$ cat config.mk
export PLATFORM = sky130hd
export DESIGN_NAME = rp_top
export DESIGN_NICKNAME = d
export VERILOG_FILES = /design/src/analog_pkg.sv /design/src/sys_bus_pkg.sv /design/src/rp_top.sv /design/src/dac_backend.sv /design/src/adc_frontend.sv /design/src/housekeeping_regs.sv /design/src/sys_bus_decoder.sv
export SDC_FILE = /design/constraint.sdc
export NUM_CORES = 1
export LEC_CHECK = 0
export ABC_AREA = 1
export CAP_MARGIN = 10
export CORE_MARGIN = 5
export CORE_UTILIZATION = 65
export DETAILED_ROUTE_END_ITERATION = 10
export DONT_BUFFER_PORTS = 1
export PLACE_DENSITY = 0.81
export SYNTH_ARGS = -nofsm -noshare
export SYNTH_HDL_FRONTEND = slang
export SYNTH_SLANG_ARGS = --single-unit
$ cat constraint.sdc
create_clock -name adc_clk -period 7.5 [get_ports adc_clk]
set_clock_uncertainty 0.2 [all_clocks]
set_input_delay 1.5 -clock adc_clk [delete_from_list [all_inputs] [get_ports adc_clk]]
set_output_delay 1.5 -clock adc_clk [all_outputs]
set_load 0.005 [all_outputs]
$ cat src/analog_pkg.sv
package analog_pkg;

  //////////////////////////////////////////////////
  // Converter widths
  //////////////////////////////////////////////////

  localparam int ADC_PIN_W  = 16;  // Pin word, low 2 bits unused
  localparam int ADC_W      = 14;
  localparam int DAC_W      = 14;
  localparam int DAC_CODE_W = 16;  // Register code, top DAC_W bits used

  typedef logic        [ADC_W-1:0]      adc_raw_t;     // Straight from the pins
  typedef logic signed [ADC_W-1:0]      adc_sample_t;  // Two's complement
  typedef logic signed [DAC_CODE_W-1:0] dac_code_t;
  typedef logic        [DAC_W-1:0]      dac_word_t;    // Converter format

  typedef struct packed {
    dac_code_t a;
    dac_code_t b;
  } dac_pair_t;

  typedef struct packed {
    adc_sample_t a;
    adc_sample_t b;
  } adc_pair_t;

  // Read at the ID offset of the housekeeping block
  localparam logic [31:0] HK_ID = 32'h5250_0001;

endpackage

$ cat src/sys_bus_pkg.sv
package sys_bus_pkg;

  //////////////////////////////////////////////////
  // System bus words
  //////////////////////////////////////////////////

  typedef logic [31:0] sys_addr_t;  // Byte address
  typedef logic [31:0] sys_data_t;
  typedef logic [3:0]  sys_sel_t;   // Byte select, one bit per lane

  // Request from the processor side, strobes last one cycle
  typedef struct packed {
    sys_addr_t addr;
    sys_data_t wdata;
    sys_sel_t  sel;
    logic      wen;   // Write strobe
    logic      ren;   // Read strobe
  } sys_req_t;

  // Slave answer
  typedef struct packed {
    sys_data_t rdata;
    logic      err;
    logic      ack;
  } sys_rsp_t;

  //////////////////////////////////////////////////
  // Region map
  //////////////////////////////////////////////////

  localparam int SYS_REGIONS = 8;
  localparam int REGION_LSB  = 20;  // 1 MB per region
  localparam int REGION_MSB  = 22;

  typedef logic [REGION_MSB-REGION_LSB:0] region_t;

  // Housekeeping register offsets inside region 0
  localparam sys_addr_t HK_OFS_ID        = 32'h00;
  localparam sys_addr_t HK_OFS_LOOP      = 32'h04;
  localparam sys_addr_t HK_OFS_EXP_P_DIR = 32'h08;
  localparam sys_addr_t HK_OFS_EXP_N_DIR = 32'h0C;
  localparam sys_addr_t HK_OFS_EXP_P_OUT = 32'h10;
  localparam sys_addr_t HK_OFS_EXP_N_OUT = 32'h14;
  localparam sys_addr_t HK_OFS_EXP_P_IN  = 32'h18;  // Read only
  localparam sys_addr_t HK_OFS_EXP_N_IN  = 32'h1C;  // Read only
  localparam sys_addr_t HK_OFS_LED       = 32'h20;
  localparam sys_addr_t HK_OFS_DAC_A     = 32'h24;
  localparam sys_addr_t HK_OFS_DAC_B     = 32'h28;
  localparam sys_addr_t HK_OFS_ADC_A     = 32'h2C;  // Read only
  localparam sys_addr_t HK_OFS_ADC_B     = 32'h30;  // Read only

  typedef logic [7:0] exp_t;  // Expansion connector, one bit per pin
  typedef logic [7:0] led_t;

endpackage
$ cat src/rp_top.sv
`timescale 1ns/10ps

module rp_top
  import sys_bus_pkg::*;
  import analog_pkg::*;
(
  input  logic                 adc_clk,
  input  logic                 reset_i,
  // Processor register bus
  input  sys_req_t             sys_req_i,
  output sys_rsp_t             sys_rsp_o,
  // Converters
  input  logic [ADC_PIN_W-1:0] adc_dat_a_i,
  input  logic [ADC_PIN_W-1:0] adc_dat_b_i,
  output dac_word_t            dac_dat_o,
  output logic                 dac_sel_o,
  output logic                 dac_rst_o,
  // Board I/O
  output led_t                 led_o,
  input  exp_t                 exp_p_dat_i,
  input  exp_t                 exp_n_dat_i,
  output exp_t                 exp_p_dat_o,
  output exp_t                 exp_n_dat_o,
  output exp_t                 exp_p_dir_o,
  output exp_t                 exp_n_dir_o
);

  sys_req_t  hk_req;
  sys_rsp_t  hk_rsp;
  logic      digital_loop;
  dac_pair_t dac_codes;
  adc_pair_t adc_samples;

  //////////////////////////////////////////////////
  // Bus side
  //////////////////////////////////////////////////

  sys_bus_decoder i_sys_bus_decoder (
    .sys_req_i (sys_req_i),
    .sys_rsp_o (sys_rsp_o),
    .hk_req_o  (hk_req),
    .hk_rsp_i  (hk_rsp)
  );

  // Region 0
  housekeeping_regs i_housekeeping_regs (
    .adc_clk        (adc_clk),
    .reset_i        (reset_i),
    .hk_req_i       (hk_req),
    .hk_rsp_o       (hk_rsp),
    .led_o          (led_o),
    .exp_p_dat_i    (exp_p_dat_i),
    .exp_n_dat_i    (exp_n_dat_i),
    .exp_p_dat_o    (exp_p_dat_o),
    .exp_n_dat_o    (exp_n_dat_o),
    .exp_p_dir_o    (exp_p_dir_o),
    .exp_n_dir_o    (exp_n_dir_o),
    .digital_loop_o (digital_loop),
    .dac_codes_o    (dac_codes),
    .adc_samples_i  (adc_samples)
  );

  //////////////////////////////////////////////////
  // Converter side
  //////////////////////////////////////////////////

  adc_frontend i_adc_frontend (
    .adc_clk        (adc_clk),
    .adc_dat_a_i    (adc_dat_a_i),
    .adc_dat_b_i    (adc_dat_b_i),
    .digital_loop_i (digital_loop),  // Loop replaces pins with DAC codes
    .dac_codes_i    (dac_codes),
    .adc_samples_o  (adc_samples)
  );

  dac_backend i_dac_backend (
    .adc_clk     (adc_clk),
    .reset_i     (reset_i),
    .dac_codes_i (dac_codes),
    .dac_dat_o   (dac_dat_o),
    .dac_sel_o   (dac_sel_o),
    .dac_rst_o   (dac_rst_o)
  );

endmodule

$ cat src/dac_backend.sv
`timescale 1ns/10ps

module dac_backend
  import analog_pkg::*;
(
  input  logic      adc_clk,
  input  logic      reset_i,
  input  dac_pair_t dac_codes_i,
  output dac_word_t dac_dat_o,   // Both channels interleaved
  output logic      dac_sel_o,   // Low for a, high for b
  output logic      dac_rst_o
);

  dac_word_t word_a_q, word_b_q;
  dac_word_t dat_q;
  logic      sel_q;
  logic      rst_q;  // Reset held one more cycle

  //////////////////////////////////////////////////
  // Offset conversion
  //////////////////////////////////////////////////

  // Keep bit 15, invert 14..2
  always_ff @(posedge adc_clk)
  begin
    word_a_q <= {dac_codes_i.a[DAC_CODE_W-1], ~dac_codes_i.a[DAC_CODE_W-2 -: DAC_W-1]};
    word_b_q <= {dac_codes_i.b[DAC_CODE_W-1], ~dac_codes_i.b[DAC_CODE_W-2 -: DAC_W-1]};
  end

  //////////////////////////////////////////////////
  // Interleave
  //////////////////////////////////////////////////

  // Data picked for the sel value it goes out with
  always_ff @(posedge adc_clk)
  begin
    if (reset_i)
    begin
      sel_q <= 1'b0;
      dat_q <= '0;
    end
    else
    begin
      sel_q <= ~sel_q;
      dat_q <= sel_q ? word_a_q : word_b_q;  // Next sel low means channel a
    end
  end

  always_ff @(posedge adc_clk)
  begin
    rst_q <= reset_i;
  end

  assign dac_dat_o = dat_q;
  assign dac_sel_o = sel_q;
  assign dac_rst_o = reset_i | rst_q;  // Stretched by one cycle

endmodule

$ cat src/adc_frontend.sv
`timescale 1ns/10ps

module adc_frontend
  import analog_pkg::*;
(
  input  logic                 adc_clk,
  input  logic [ADC_PIN_W-1:0] adc_dat_a_i,    // Low 2 bits unused
  input  logic [ADC_PIN_W-1:0] adc_dat_b_i,
  input  logic                 digital_loop_i,
  input  dac_pair_t            dac_codes_i,
  output adc_pair_t            adc_samples_o
);

  adc_raw_t raw_a_q, raw_b_q;

  //////////////////////////////////////////////////
  // Input registers
  //////////////////////////////////////////////////

  // Top 14 bits of each pin word
  always_ff @(posedge adc_clk)
  begin
    raw_a_q <= adc_dat_a_i[ADC_PIN_W-1 -: ADC_W];
    raw_b_q <= adc_dat_b_i[ADC_PIN_W-1 -: ADC_W];
  end

  // Sign bit kept, rest inverted for negative slope
  // Loop takes the DAC codes straight through
  always_comb
  begin
    if (digital_loop_i)
    begin
      adc_samples_o.a = dac_codes_i.a[DAC_CODE_W-1 -: ADC_W];
      adc_samples_o.b = dac_codes_i.b[DAC_CODE_W-1 -: ADC_W];
    end
    else
    begin
      adc_samples_o.a = {raw_a_q[ADC_W-1], ~raw_a_q[ADC_W-2:0]};
      adc_samples_o.b = {raw_b_q[ADC_W-1], ~raw_b_q[ADC_W-2:0]};
    end
  end

endmodule

$ cat src/housekeeping_regs.sv
`timescale 1ns/10ps

module housekeeping_regs
  import sys_bus_pkg::*;
  import analog_pkg::*;
(
  input  logic      adc_clk,
  input  logic      reset_i,
  input  sys_req_t  hk_req_i,       // Strobes already gated to region 0
  output sys_rsp_t  hk_rsp_o,
  output led_t      led_o,
  input  exp_t      exp_p_dat_i,
  input  exp_t      exp_n_dat_i,
  output exp_t      exp_p_dat_o,
  output exp_t      exp_n_dat_o,
  output exp_t      exp_p_dir_o,    // 1 means pin drives
  output exp_t      exp_n_dir_o,
  output logic      digital_loop_o,
  output dac_pair_t dac_codes_o,
  input  adc_pair_t adc_samples_i
);

  led_t      led_q;
  exp_t      exp_p_dir_q, exp_n_dir_q;
  exp_t      exp_p_out_q, exp_n_out_q;
  exp_t      exp_p_in_q, exp_n_in_q;  // Input capture
  logic      loop_q;
  dac_pair_t dac_q;
  adc_pair_t adc_q;                   // Sample readback
  sys_addr_t ofs;                     // Offset inside region
  sys_data_t rd_data;
  logic      mapped, read_only;
  logic      strobe;

  assign ofs    = {{(32-REGION_LSB){1'b0}}, hk_req_i.addr[REGION_LSB-1:0]};
  assign strobe = hk_req_i.wen | hk_req_i.ren;

  //////////////////////////////////////////////////
  // Read mux and map check
  //////////////////////////////////////////////////

  always_comb
  begin
    rd_data   = '0;
    mapped    = 1'b1;
    read_only = 1'b0;
    case (ofs)
      HK_OFS_ID:        begin rd_data = HK_ID; read_only = 1'b1; end
      HK_OFS_LOOP:      rd_data = {31'd0, loop_q};
      HK_OFS_EXP_P_DIR: rd_data = {24'd0, exp_p_dir_q};
      HK_OFS_EXP_N_DIR: rd_data = {24'd0, exp_n_dir_q};
      HK_OFS_EXP_P_OUT: rd_data = {24'd0, exp_p_out_q};
      HK_OFS_EXP_N_OUT: rd_data = {24'd0, exp_n_out_q};
      HK_OFS_EXP_P_IN:  begin rd_data = {24'd0, exp_p_in_q}; read_only = 1'b1; end
      HK_OFS_EXP_N_IN:  begin rd_data = {24'd0, exp_n_in_q}; read_only = 1'b1; end
      HK_OFS_LED:       rd_data = {24'd0, led_q};
      HK_OFS_DAC_A:     rd_data = {{(32-DAC_CODE_W){dac_q.a[DAC_CODE_W-1]}}, dac_q.a};
      HK_OFS_DAC_B:     rd_data = {{(32-DAC_CODE_W){dac_q.b[DAC_CODE_W-1]}}, dac_q.b};
      HK_OFS_ADC_A:     begin rd_data = {{(32-ADC_W){adc_q.a[ADC_W-1]}}, adc_q.a}; read_only = 1'b1; end
      HK_OFS_ADC_B:     begin rd_data = {{(32-ADC_W){adc_q.b[ADC_W-1]}}, adc_q.b}; read_only = 1'b1; end
      default:          mapped = 1'b0;  // Hole in the map
    endcase
  end

  //////////////////////////////////////////////////
  // Writable registers and response
  //////////////////////////////////////////////////

  always_ff @(posedge adc_clk)
  begin
    if (reset_i)
    begin
      led_q       <= '0;
      exp_p_dir_q <= '0;  // All pins input
      exp_n_dir_q <= '0;
      exp_p_out_q <= '0;
      exp_n_out_q <= '0;
      loop_q      <= 1'b0;
      dac_q       <= '0;
      hk_rsp_o.ack <= 1'b0;
      hk_rsp_o.err <= 1'b0;
    end
    else
    begin
      hk_rsp_o.ack <= strobe;  // One cycle after the strobe
      hk_rsp_o.err <= strobe & (~mapped | (hk_req_i.wen & read_only));
      if (hk_req_i.wen & mapped & ~read_only)
      begin
        case (ofs)
          HK_OFS_LOOP:      loop_q      <= hk_req_i.wdata[0];
          HK_OFS_EXP_P_DIR: exp_p_dir_q <= hk_req_i.wdata[$bits(exp_t)-1:0];
          HK_OFS_EXP_N_DIR: exp_n_dir_q <= hk_req_i.wdata[$bits(exp_t)-1:0];
          HK_OFS_EXP_P_OUT: exp_p_out_q <= hk_req_i.wdata[$bits(exp_t)-1:0];
          HK_OFS_EXP_N_OUT: exp_n_out_q <= hk_req_i.wdata[$bits(exp_t)-1:0];
          HK_OFS_LED:       led_q       <= hk_req_i.wdata[$bits(led_t)-1:0];
          HK_OFS_DAC_A:     dac_q.a     <= hk_req_i.wdata[DAC_CODE_W-1:0];
          HK_OFS_DAC_B:     dac_q.b     <= hk_req_i.wdata[DAC_CODE_W-1:0];
          default:          ;           // Read-only offsets filtered above
        endcase
      end
    end
  end

  // Capture every cycle, read data follows the decode
  always_ff @(posedge adc_clk)
  begin
    exp_p_in_q     <= exp_p_dat_i;
    exp_n_in_q     <= exp_n_dat_i;
    adc_q          <= adc_samples_i;  // One cycle behind the front end
    hk_rsp_o.rdata <= rd_data;
  end

  assign led_o          = led_q;
  assign exp_p_dat_o    = exp_p_out_q;
  assign exp_n_dat_o    = exp_n_out_q;
  assign exp_p_dir_o    = exp_p_dir_q;
  assign exp_n_dir_o    = exp_n_dir_q;
  assign digital_loop_o = loop_q;
  assign dac_codes_o    = dac_q;

endmodule

$ cat src/sys_bus_decoder.sv
`timescale 1ns/10ps

module sys_bus_decoder
  import sys_bus_pkg::*;
(
  input  sys_req_t sys_req_i,  // From processor side
  output sys_rsp_t sys_rsp_o,
  output sys_req_t hk_req_o,   // Region 0 slot
  input  sys_rsp_t hk_rsp_i
);

  region_t                region;
  logic [SYS_REGIONS-1:0] sel_oh;     // One-hot region select
  logic                   strobe;
  sys_rsp_t               region_rsp [SYS_REGIONS];

  //////////////////////////////////////////////////
  // Region select
  //////////////////////////////////////////////////

  assign region = sys_req_i.addr[REGION_MSB:REGION_LSB];
  assign sel_oh = {{(SYS_REGIONS-1){1'b0}}, 1'b1} << region;
  assign strobe = sys_req_i.wen | sys_req_i.ren;

  // Housekeeping sees only its own strobes
  always_comb
  begin
    hk_req_o     = sys_req_i;
    hk_req_o.wen = sys_req_i.wen & sel_oh[0];
    hk_req_o.ren = sys_req_i.ren & sel_oh[0];
  end

  //////////////////////////////////////////////////
  // Response side
  //////////////////////////////////////////////////

  // Slot 0 is housekeeping, the rest are empty slaves
  always_comb
  begin
    region_rsp[0] = hk_rsp_i;
    for (int i = 1; i < SYS_REGIONS; i++)
    begin
      region_rsp[i].rdata = '0;
      region_rsp[i].err   = 1'b0;
      region_rsp[i].ack   = strobe;  // Answer in the strobe cycle
    end
  end

  // One-hot mux back to the master
  always_comb
  begin
    sys_rsp_o = '0;
    for (int i = 0; i < SYS_REGIONS; i++)
    begin
      if (sel_oh[i])
        sys_rsp_o = region_rsp[i];
    end
  end

endmodule

# Yosys cells after proc, flatten, opt, wreduce, memory -nomap -nowiden
# Cells that the tools add are included.
[classes]
eq_ne = 12
shift = 1
mux = 13
bitwise_logic = 17
n_reduce_logical = 11
[ops]
columns = ["cell", "count"]
rows = [
  ["one-hot mux 32 bit (13 select lines)", 1],
  ["two-way mux 34 bit", 8],
  ["equality test 20 x 6 -> 1 bit (second input constant)", 5],
  ["equality test 20 x 5 -> 1 bit (second input constant)", 4],
  ["inverter 13 bit", 4],
  ["equality test 20 x 4 -> 1 bit (second input constant)", 2],
  ["zero test 32 bit", 1],
  ["two-way mux 28 bit", 1],
  ["equality test 20 x 3 -> 1 bit (second input constant)", 1],
  ["AND reduction 2 bit", 8],
  ["two-way mux 14 bit", 1],
  ["OR reduction 13 bit", 1],
  ["left shift 1 x 3 -> 8 bit (first input constant)", 1],
  ["bitwise AND 1 bit", 6],
  ["OR reduction 5 bit", 1],
  ["bitwise OR 1 bit", 4],
  ["inverter 1 bit", 3],
  ["two-way mux 1 bit", 2],
]
[word_totals]
regBits = 223
in_bits = 120
output_inout_bits = 90
elab_cells = 76

# Logic depth before layout (Yosys ltp)
# Gate-level depths: netlist (run 1).
[logic_depth]
word_depth = 9
mapped_depth = 15
depth_no_buf = 14

# By module
# From an unflattened synthesis (run 1), not the netlist that was laid out.
[hier_totals]
cells_unflattened = 1204
hier_area_um2 = 8847.2
[modules_own_cells]
columns = ["mod", "n_inst", "cells_per_inst", "area_each_um2", "seq_area_each_um2"]
rows = [
  ["housekeeping_regs", 1, 816, 5749.3, 2722.6],
  ["dac_backend", 1, 147, 1286.2, 880.8],
  ["adc_frontend", 1, 93, 957.2, 560.5],
  ["sys_bus_decoder", 1, 148, 854.6, 0.0],
]

# Worst setup path before layout (run 1)
# Ideal clock, no wire load.
[synth_timing]
kind = "input-to-output"
start = "in sys_req_i[59] in the netlist's numbering"
end = "out sys_rsp_o[18] in the netlist's numbering"
arrival_time_ns = 3.063
t_required_ns = 5.800
slack_ns = 2.737
cell_stages = 5
path_buffers = 2
path_cell_list = "nor3_1 clkinv_1 clkbuf_1 nor2_1 buf_4"
[synth_lines]
columns = ["item", "line_no", "text"]
rows = [
  ["start: declaration", "rp_top.sv:10", "input sys_req_t sys_req_i,"],
  ["end: declaration", "rp_top.sv:11", "output sys_rsp_t sys_rsp_o,"],
]

# Final worst setup path (run 1)
[layout_timing]
start = "in sys_req_i[59] in the netlist's numbering"
end = "out sys_rsp_o[27] in the netlist's numbering"
[layout_via]
elab_chain_cells = 9
[layout_rtl]
columns = ["item", "line_no", "text"]
rows = [
  ["left shift 1 x 3 -> 8 bit *", "sys_bus_decoder.sv:22", "assign sel_oh = {{(SYS_REGIONS-1){1'b0}}, 1'b1} << region;"],
  ["two-way mux 34 bit (7 in a row)", "sys_bus_decoder.sv:55", "if (sel_oh[i])"],
  ["two-way mux 34 bit *", "sys_bus_decoder.sv:55", ""],
]
# Mark *: on every way between the ends. The rest lies on a longest branch, timed or not.

==> metrics.md, run 1 <==
| Metric | Value |
|---|---|
| Max rail drop VDD | `0.000197 V` |
| Worst R2R Setup Slack | `5730 ps` |
| Setup bufs post-CTS | `0` |
| Largest net degree at the start of global routing | `88` |
| CTS H-Tree Depth | `1` |
| Max-slew violations | `0` |
| WL per Instance | `17.6 microns` |
| Area grow syn2layout | `6.40%` |
| Area of the multi-input gates | `0.00288 sq mm` |
| Layout cells sized above 1 | `0.0613` |
| GRT Util Overall | `0.286` |
| Iter 0 DRT Violations | `960` |
| Reg area | `0.00416 sq mm` |
| 1st-pass router iterations | `6` |
| Initial antenna violation count | `2` |
| Most frequent cell after synthesis | `nand2_1` |
| Post-route core utilization | `0.697` |
| Cell taking the most area after synthesis | `dfxtp_1` |
| Yosys reg bits | `208` |
| Status | `complete, no violations` |
| CTS sink cnt | `208` |
| RSZ-0062 raised after global routing | `false` |
| Synth Net Count | `1200` |
| Die Wd | `122 microns` |
| Layout fillers | `1044` |
| # DRC | `0` |
| Syn avg cell area | `7.57 sq um` |
| GRT overflow | `0` |
| Mapped Cells | `1080` |
| Sequential-to-total area share from yosys stat | `0.510` |
| Fin nets | `1169` |
| Final Hold Fails | `0` |
| TritonCTS clock tree | `built` |
| Worst skew pair latency | `500 ps` |
| Die Height | `122 microns` |
| Commonest cells post-synth | `235 x nand2_1, 208 x dfxtp_1, 195 x inv_1` |
| Post-synth EDFFs | `0` |
| Synth Cell Area | `0.00817 sq mm` |
| Minimum clock period | `4820 ps` |
| Pwr Density | `247 mW/mm^2` |
| Total Wirelength | `21700 microns` |
| Period utilisation layout | `0.642` |
| DR vias | `6706` |
| Crit. End Element | `output port` |
| Worst Setup Slack, final | `2680 ps` |
| Vias in the first global route | `5994` |
| CTS Buf Count | `21` |
| DRT antenna net count | `0` |
| Worst endpoint required time | `5800 ps` |
| Hold buffers post-CTS | `0` |
| Worst Path Max Fanout | `19` |
| Post-Place Setup Slack | `2610 ps` |
| Placer congestion estimate | `0.889` |
| CP Class | `in2out` |
| Final HPWL DP | `14500 microns` |
| PostCTS Resize Cnt | `0` |
| First-pass GRT wire length | `32900 microns` |
| R2R cell count | `3` |
| CTS root buf | `clkbuf_16` |
| Antenna cells | `0` |
| Most common flop cell mapped by yosys | `dfxtp_1` |
| Post-Route Setup TNS | `0 ps` |
| WHS | `168 ps` |
| FFs w/ async S/R, synth | `0` |
| Max-Cap Viols | `0` |
| Worst hold path class | `reg2reg` |
| Final setup viols | `0` |
| CTS clock-pin slew for the worst setup and hold paths | `60 ps` |
| Die area | `0.0149 sq mm` |
| Initial core utilization | `0.655` |
| Synth top area share | `0.510` |
| Max clock buf depth | `3` |
| Cell variety after synth | `33` |
| Slew headroom | `0.187` |
| Crit path launch type | `input pin` |
| Ports | `210` |
| Port Buf Inserts | `0` |
| Rows | `41` |
| Via density | `5.44` |
| Yosys warns | `0` |
| Data arrival time of the critical path | `3120 ps` |
| Highest clock rate | `208 MHz` |
| Worst-Margin Slew | `1210 ps` |
| LEAKAGE | `0.00374 uW` |
| Core footprint | `0.0125 sq mm` |
| WHS Path Cells | `0` |
| Top post-synthesis cells by area | `dfxtp_1 51%, nand2_1 11%, inv_1 9.0%, nor2_1 6.9%, nand4_1 5.7%` |
| Total power | `2150 uW` |
-- power breakdown --
group	leakage, uW	switching [uW]	internal [uW]
Sequential	0.00171	12.3	1130
Clock	0.000306	409	547
Combinational	0.00173	38.9	12.6
-- per-layer routing --
metal / up-vias / GRT usage / wire (microns)
met5: - / 0 / 23
met4: 4 / 0.0791 / 437
met3: 46 / 0.0729 / 2720
li1: 3285 / - / -
met2: 387 / 0.431 / 9470
met1: 2984 / 0.408 / 9000
-- logic make-up after synthesis --
| family | after synthesis | synth area share |
|---|---|---|
| AND/OR/NAND/NOR | 512 | 0.283 |
| buffers and inverters | 265 | 0.138 |
| flip-flops | 208 | 0.510 |
| AO/OA/AOI/OAI | 95 | 0.0701 |
-- placed cells by master, fill, tap and decap left out, types with 2 or more instances in the layout --
master | synthesis | layout
clkbuf_1 | 19 | 7
dfxtp_1 | 208 | 208
o221ai_1 | 2 | 2
nand2_2 | 2 | 2
nand4_1 | 74 | 74
inv_6 | 0 | 2
buf_4 | 16 | 5
o22ai_1 | 16 | 16
o2111ai_1 | 6 | 6
clkbuf_16 | 0 | 21
nor2_2 | 6 | 6
clkinv_1 | 5 | 4
nor2_4 | 3 | 3
inv_2 | 6 | 7
a21oi_1 | 2 | 2
clkbuf_8 | 0 | 3
o21ai_0 | 56 | 56
nand3_2 | 9 | 9
nand2_1 | 235 | 235
nand3_1 | 17 | 17
nor2_1 | 151 | 151
nand3_4 | 2 | 2
a221oi_1 | 8 | 8
inv_1 | 195 | 195
nor4_1 | 3 | 3
a22o_1 | 4 | 4
nor3_1 | 5 | 5
clkinv_2 | 0 | 2
-- critical path, cell delays in order --
cell and delay (ps):
nor3_1 390, clkinv_1 620, nor2_1 600
-- metrics by stage --
step,cell area (sq um),cells
floorplan,8170,1080
global placement,8070,1198
detailed placement,8070,1198
CTS,8690,1233
global route,8690,1233
finish,8690,1233
-- path summary, 6_finish.rpt --
kind                                                          start                    endpoint
worst max register to register              i_dac_backend.dac_sel_o  i_dac_backend.dac_dat_o[6]
worst min-delay path            i_housekeeping_regs.dac_codes_o[15]  i_dac_backend.word_b_q[13]
worst max-delay path                                  sys_req_i[59]               sys_rsp_o[27]
worst min register to register  i_housekeeping_regs.dac_codes_o[15]  i_dac_backend.word_b_q[13]
-- cell type report --
type / instances / area share
Multi-Input combinational cell: 607 / 0.332
Tap cell: 172 / 0.0248
Clock buffer: 31 / 0.0682
Clock inverter: 4 / 0.00317
Sequential cell: 208 / 0.479
Inverter: 206 / 0.0889
Timing Repair Buffer: 5 / 0.00432
-- flip-flops by register name, indices dropped and copies added (netlist names) --
register                            flops
i_housekeeping_regs.adc_q              28
i_dac_backend.dac_dat_o                14
i_dac_backend.word_b_q                 14
i_housekeeping_regs.hk_rsp_o           19
i_dac_backend.word_a_q                 14
i_housekeeping_regs.exp_p_dir_o         8
i_housekeeping_regs.exp_p_dat_o         8
i_housekeeping_regs.exp_n_dir_o         8
i_adc_frontend.raw_a_q                 14
i_housekeeping_regs.exp_n_in_q          8
i_housekeeping_regs.led_o               8
i_housekeeping_regs.digital_loop_o      1
i_housekeeping_regs.exp_n_dat_o         8
i_adc_frontend.raw_b_q                 14
i_housekeeping_regs.exp_p_in_q          8
i_housekeeping_regs.dac_codes_o        32
i_dac_backend.dac_sel_o                 1
i_dac_backend.rst_q                     1
Power figures use the tool's default switching activity.
==> inputs of run 2 (changes only) <==
- ABC_AREA: 1 -> 0
- CORE_UTILIZATION: 65 -> 56
- PLACE_DENSITY: 0.81 -> 0.74
- clock period: 7.5 -> 4.36 ns (I/O delays scaled with it)
==> run 2 against run 1 <==
Compared with the run above:
- final area shrank 3.4%
- routed wire length grew 2.6%
- non-clock buffer count grew 7
- sequential cell count is the same
- synthesized area shrank 4.6%
- largest cell class unchanged
- cell count shrank 24%
- clock-buffer cell count shrank 3
- critical path type unchanged
- critical endpoint is now sys_rsp_o[18]
- register-to-register slack lost 3200 ps
- via count shrank 10%
- global-route usage shrank 2.2 points
- clock power grew 96%
- die area grew 9.9%
==> metrics.md, run 2 <==
| Metric | Value |
|---|---|
| Setup bufs post-CTS | `0` |
| Yosys reg bits | `208` |
| Final setup viols | `0` |
| Yosys warns | `0` |
| Vias in the first global route | `5817` |
| Synth Cell Area | `0.00780 sq mm` |
| Largest net degree at the start of global routing | `93` |
| Initial antenna violation count | `0` |
| Cell taking the most area after synthesis | `dfxtp_1` |
| Commonest cells post-synth | `208 x dfxtp_1, 81 x a21oi_1, 76 x o21ai_0` |
| Max clock buf depth | `3` |
| Period utilisation layout | `0.657` |
| Worst Setup Slack, final | `1490 ps` |
| CTS H-Tree Depth | `1` |
| Most frequent cell after synthesis | `dfxtp_1` |
| Mapped Cells | `791` |
| Ports | `210` |
| RR Endpoint | `i_housekeeping_regs.hk_rsp_o[2]` |
| CTS clock-pin slew for the worst setup and hold paths | `60 ps` |
| Antenna cells | `0` |
| Most frequent cells in the layout | `208 x dfxtp_1, 81 x a21oi_1, 76 x o21ai_0, 66 x nand3_1, 51 x mux2i_1` |
| Syn avg cell area | `9.86 sq um` |
| Worst hold path class | `in2reg` |
| Worst skew pair latency | `510 ps` |
| CTS sink cnt | `208` |
| First-pass GRT wire length | `34100 microns` |
| DR vias | `6022` |
| Initial core utilization | `0.566` |
| WHS Path Cells | `0` |
| Sequential-to-total area share from yosys stat | `0.534` |
| CP Class | `in2out` |
| Post-route core utilization | `0.610` |
| Post-synth EDFFs | `0` |
| Largest register FFs | `32` |
| Die Wd | `128 microns` |
| Rows | `43` |
| Crit. End Element | `output port` |
| Minimum clock period | `2870 ps` |
| Fin nets | `866` |
| Cell variety after synth | `57` |
| Hold Path Sink | `i_adc_frontend.raw_a_q[1]` |
| Total Wirelength | `22200 microns` |
| Port Buf Inserts | `0` |
| Via density | `6.39` |
| Pwr Density | `468 mW/mm^2` |
| Worst-Margin Slew | `779 ps` |
| R2R cell count | `4` |
| Number of cells after detailed placement | `902` |
| Non-Filler Instances | `942` |
| Final Hold Fails | `0` |
| Status | `complete, no violations` |
| WL per Instance | `23.6 microns` |
| GRT overflow | `0` |
| 1st-pass router iterations | `5` |
| Highest clock rate | `349 MHz` |
| DRT antenna net count | `0` |
| Die Height | `128 microns` |
| LEAKAGE | `0.00311 uW` |
| Core footprint | `0.0138 sq mm` |
| # DRC | `0` |
| Max-slew violations | `0` |
| Post-Route Setup TNS | `0 ps` |
| Slew headroom | `0.480` |
| Most common flop cell mapped by yosys | `dfxtp_1` |
| Most common cell after layout, fill and taps aside | `dfxtp_1` |
| CTS Buf Count | `22` |
| Hold buffers post-CTS | `0` |
| GRT Util Overall | `0.264` |
| Area grow syn2layout | `7.74%` |
| Final HPWL DP | `15000 microns` |
| Layout cells sized above 1 | `0.0984` |
| Top post-synthesis cells by area | `dfxtp_1 53%, mux2i_1 6.5%, a21oi_1 5.2%, o21ai_0 4.9%, nand3_1 4.2%` |
| Iter 0 DRT Violations | `560` |
| Critical R2R Launch | `i_housekeeping_regs.digital_loop_o` |
| Layout fillers | `1127` |
| FFs w/ async S/R, synth | `0` |
| Crit path launch type | `input pin` |
| Data arrival time of the critical path | `1790 ps` |
| WHS | `181 ps` |
| PostCTS Resize Cnt | `0` |
| Synth Net Count | `911` |
| Worst R2R Setup Slack | `2530 ps` |
| Hold Crit Start | `adc_dat_a_i[3]` |
| CTS root buf | `clkbuf_16` |
| TritonCTS clock tree | `built` |
| Setup crit start | `sys_req_i[59]` |
| Worst endpoint required time | `3290 ps` |
| Synth top area share | `0.534` |
| Die area | `0.0164 sq mm` |
| Max rail drop VDD | `0.000503 V` |
| Max-Cap Viols | `0` |
| RSZ-0062 raised after global routing | `false` |
| Worst Path Max Fanout | `18` |
| Placer congestion estimate | `0.951` |
| Post-Place Setup Slack | `1470 ps` |
-- run 2: cell count changes in the layout (fill, tap and decap cells not counted), moves of 8 or more --
cell / change
o21ai_0: +20
mux2i_1: +51
nor2b_1: +8
nand3_2: -9
a22oi_1: +14
nor2_1: -126
mux2_2: +9
nand4_1: -55
nand2_1: -223
nand3_1: +49
a21oi_1: +79
and2_1: +20
inv_1: -166
o22ai_1: -12
-- run 2: cell families (layout without fill, tap and decap cells) --
kind of cell	Yosys count	after routing	share of synthesized area
multiplexers	64	64	0.0900
AND/OR/NAND/NOR	194	194	0.142
buffers and inverters	111	82	0.0732
flip-flops	208	208	0.534
AO/OA/AOI/OAI	214	214	0.161
-- run 2: metrics by stage --
| stage | power [uW] | area, sq um |
|---|---|---|
| after floorplan | 2100 | 7800 |
| final | 3940 | 8400 |
| after CTS | 3950 | 8400 |
| after detailed placement | 2100 | 7660 |
| after global routing | 4050 | 8400 |
| after global placement | 2100 | 7660 |
-- run 2: layer usage --
layer  track usage  share of wire
met5             0              0
met4        0.0886          0.031
met3        0.0521           0.11
met2         0.404           0.45
met1         0.375           0.41
-- run 2: area by class of cell --
type / instances / area (sq um) / share of cell area
Sequential cell: 208 / 4160 / 0.496
Clock buffer: 28 / 603 / 0.0718
Multi-Input combinational cell: 472 / 3070 / 0.365
Inverter: 30 / 113 / 0.0134
Timing Repair Buffer: 12 / 90.1 / 0.0107
Clock inverter: 12 / 136 / 0.0162
Tap cell: 180 / 225 / 0.0268
-- run 2: critical path, cell delays in order --
cell and delay [ps]:
nor3_2 140, buf_4 220, and2_1 550
-- run 2: worst max path at each step --
stage                                to  slack, ps
after floorplan           sys_rsp_o[18]       1260
after global placement    sys_rsp_o[18]       1480
after detailed placement  sys_rsp_o[18]       1470
after CTS                 sys_rsp_o[18]       1470
after global routing      sys_rsp_o[23]       1290
final                     sys_rsp_o[18]       1490
-- run 2: report_power, final --
group          switching, uW  total (uW)  internal, uW
logic                   56.4         100          43.8
registers               17.3        1960          1940
clock network            765        1870          1110
==> inputs of run 3 (changes only) <==
- ABC_AREA: 0 -> 1
- CORE_UTILIZATION: 56 -> 57
- PLACE_DENSITY: 0.74 -> 0.75
- clock period: 4.36 -> 2.6 ns (I/O delays scaled with it)
==> run 3 against run 2 <==
Compared with the run above:
- routed wire length up 3.0%
- non-clock buffer count up 76
- first-iteration DRC count increased by 39%
- critical path depth up 2
- clock power grew 53%
- setup slack lost 1200 ps
- cell count is 41% higher
- critical endpoint is now sys_rsp_o[22]
- via count increased by 18%
- sequential cell count did not move
- worst hold slack got worse by 110 ps
- largest cell class unchanged
- core utilization rose by 7.3 points
- combinational power rose by 120%
==> metrics.md, run 3 (synthesized netlist as in run 1, its figures left out) <==
| Metric | Value |
|---|---|
| Die Wd | `130 microns` |
| Placer congestion estimate | `0.899` |
| Rows | `43` |
| Vias in the first global route | `6546` |
| Final setup viols | `0` |
| Worst R2R Setup Slack | `1020 ps` |
| Worst Setup Slack, final | `284 ps` |
| Die area | `0.0168 sq mm` |
| Minimum clock period | `2320 ps` |
| DRT antenna net count | `0` |
| WHS Path Cells | `2` |
| Die Height | `130 microns` |
| Max-slew violations | `0` |
| First-pass GRT wire length | `35100 microns` |
| Crit. End Element | `output port` |
| Final Hold Fails | `0` |
| Max rail drop VDD | `0.000528 V` |
| Number of cells after detailed placement | `1243` |
| Total Wirelength | `22900 microns` |
| Most common cell after layout, fill and taps aside | `nand2_1` |
| Post-Place Setup Slack | `67.0 ps` |
| CTS H-Tree Depth | `1` |
| RR Endpoint | `i_housekeeping_regs.hk_rsp_o[2]` |
| Hold Path Sink | `i_housekeeping_regs.hk_rsp_o[0]` |
| Worst endpoint required time | `1880 ps` |
| Fin nets | `1252` |
| Ports | `210` |
| Iter 0 DRT Violations | `777` |
| # DRC | `0` |
| Sequential power share | `0.516` |
| Highest clock rate | `432 MHz` |
| Initial antenna violation count | `0` |
| CTS Buf Count | `21` |
| Crit path launch type | `input pin` |
| Hold Crit Start | `sys_req_i[1]` |
| GRT Util Overall | `0.268` |
| Sw Pwr | `1360 uW` |
| RSZ-0062 raised after global routing | `false` |
| Post-Route Setup TNS | `0 ps` |
| CTS clock-pin slew for the worst setup and hold paths | `60 ps` |
| Period utilisation layout | `0.891` |
| Cell-internal power | `5020 uW` |
| Status | `complete, no violations` |
| Largest register FFs | `32` |
| Layout cells sized above 1 | `0.0933` |
| Setup bufs post-CTS | `0` |
| Port Buf Inserts | `0` |
| Max clock buf depth | `3` |
| Core footprint | `0.0140 sq mm` |
| DR vias | `7130` |
| 1st-pass router iterations | `5` |
| WL per Instance | `17.2 microns` |
| Area grow syn2layout | `17.0%` |
| CTS root buf | `clkbuf_16` |
| Hold buffers post-CTS | `46` |
| GRT overflow | `0` |
| TritonCTS clock tree | `built` |
| Worst Path Max Fanout | `16` |
| Final HPWL DP | `15700 microns` |
| Sw Share | `0.213` |
| Via density | `5.37` |
| R2R cell count | `2` |
| Largest net degree at the start of global routing | `53` |
| Data arrival time of the critical path | `1600 ps` |
| Pwr Density | `668 mW/mm^2` |
| Worst hold path class | `in2reg` |
| PostCTS Resize Cnt | `0` |
| CP Class | `in2out` |
| Comb power frac | `0.034` |
| Clk pwr share | `0.450` |
| LEAKAGE | `0.00416 uW` |
| Max-Cap Viols | `0` |
| Worst-Margin Slew | `711 ps` |
| CTS sink cnt | `208` |
| Worst skew pair latency | `500 ps` |
| Critical R2R Launch | `i_housekeeping_regs.digital_loop_o` |
| Slew headroom | `0.525` |
| Non-Filler Instances | `1327` |
| Initial core utilization | `0.584` |
| Most frequent cells in the layout | `235 x nand2_1, 208 x dfxtp_1, 195 x inv_1, 150 x nor2_1, 74 x nand4_1` |
| Antenna cells | `0` |
-- run 3: how the worst max path moves through the flow --
| stage | cells after the start | startpoint | slack (ps) | end |
|---|---|---|---|---|
| 6_report | 5 | sys_req_i[59] | 280 | sys_rsp_o[22] |
| 2_1_floorplan | 5 | sys_req_i[59] | 20 | sys_rsp_o[24] |
| 3_5_place_dp | 13 | sys_req_i[51] | 70 | i_housekeeping_regs.dac_codes_o[26] |
| 3_3_place_gp | 13 | sys_req_i[53] | 80 | i_housekeeping_regs.dac_codes_o[26] |
| 4_1_cts | 5 | sys_req_i[59] | 280 | sys_rsp_o[22] |
| 5_1_grt | 5 | sys_req_i[59] | 180 | sys_rsp_o[27] |
-- run 3: critical path: stages --
cell and delay [ps]:
nor3_1 260, clkinv_1 270, buf_4 270, nor2_1 110, buf_4 160
-- run 3: power groups by stage --
stage	Sequential [uW]	Clock (uW)	Combinational, uW
3_5_place_dp	3360	0	159
4_1_cts	3290	2910	216
3_3_place_gp	3360	0	157
6_report	3290	2870	220
5_1_grt	3300	3050	240
2_1_floorplan	3350	0	110
-- run 3: layout make-up --
type | count | area, sq um
clock buffer | 33 | 631
clock inverter | 5 | 35.0
fill | 1159 | 4430
inverter | 206 | 773
multi-input combinational | 607 | 2890
sequential | 208 | 4160
tap | 180 | 225
timing repair buffer | 88 | 838
-- run 3: metrics by stage --
stage / total power [uW] / instance area (sq um) / hold slack (ps) / utilization
after floorplan: 3460 / 8180 / 151 / -
after global placement: 3520 / 8430 / 156 / 0.603
after detailed placement: 3520 / 8430 / 166 / 0.603
after CTS: 6420 / 9560 / 56.2 / 0.683
after global routing: 6590 / 9560 / 65.3 / 0.683
final: 6390 / 9560 / 67.7 / 0.683
-- run 3: layer usage --
metal,vias to the layer above,routed length [microns],GRT usage
met4,0,738,0.0868
met5,-,0,0
li1,3463,-,-
met2,406,10000,0.413
met3,59,2500,0.0434
met1,3202,9610,0.386
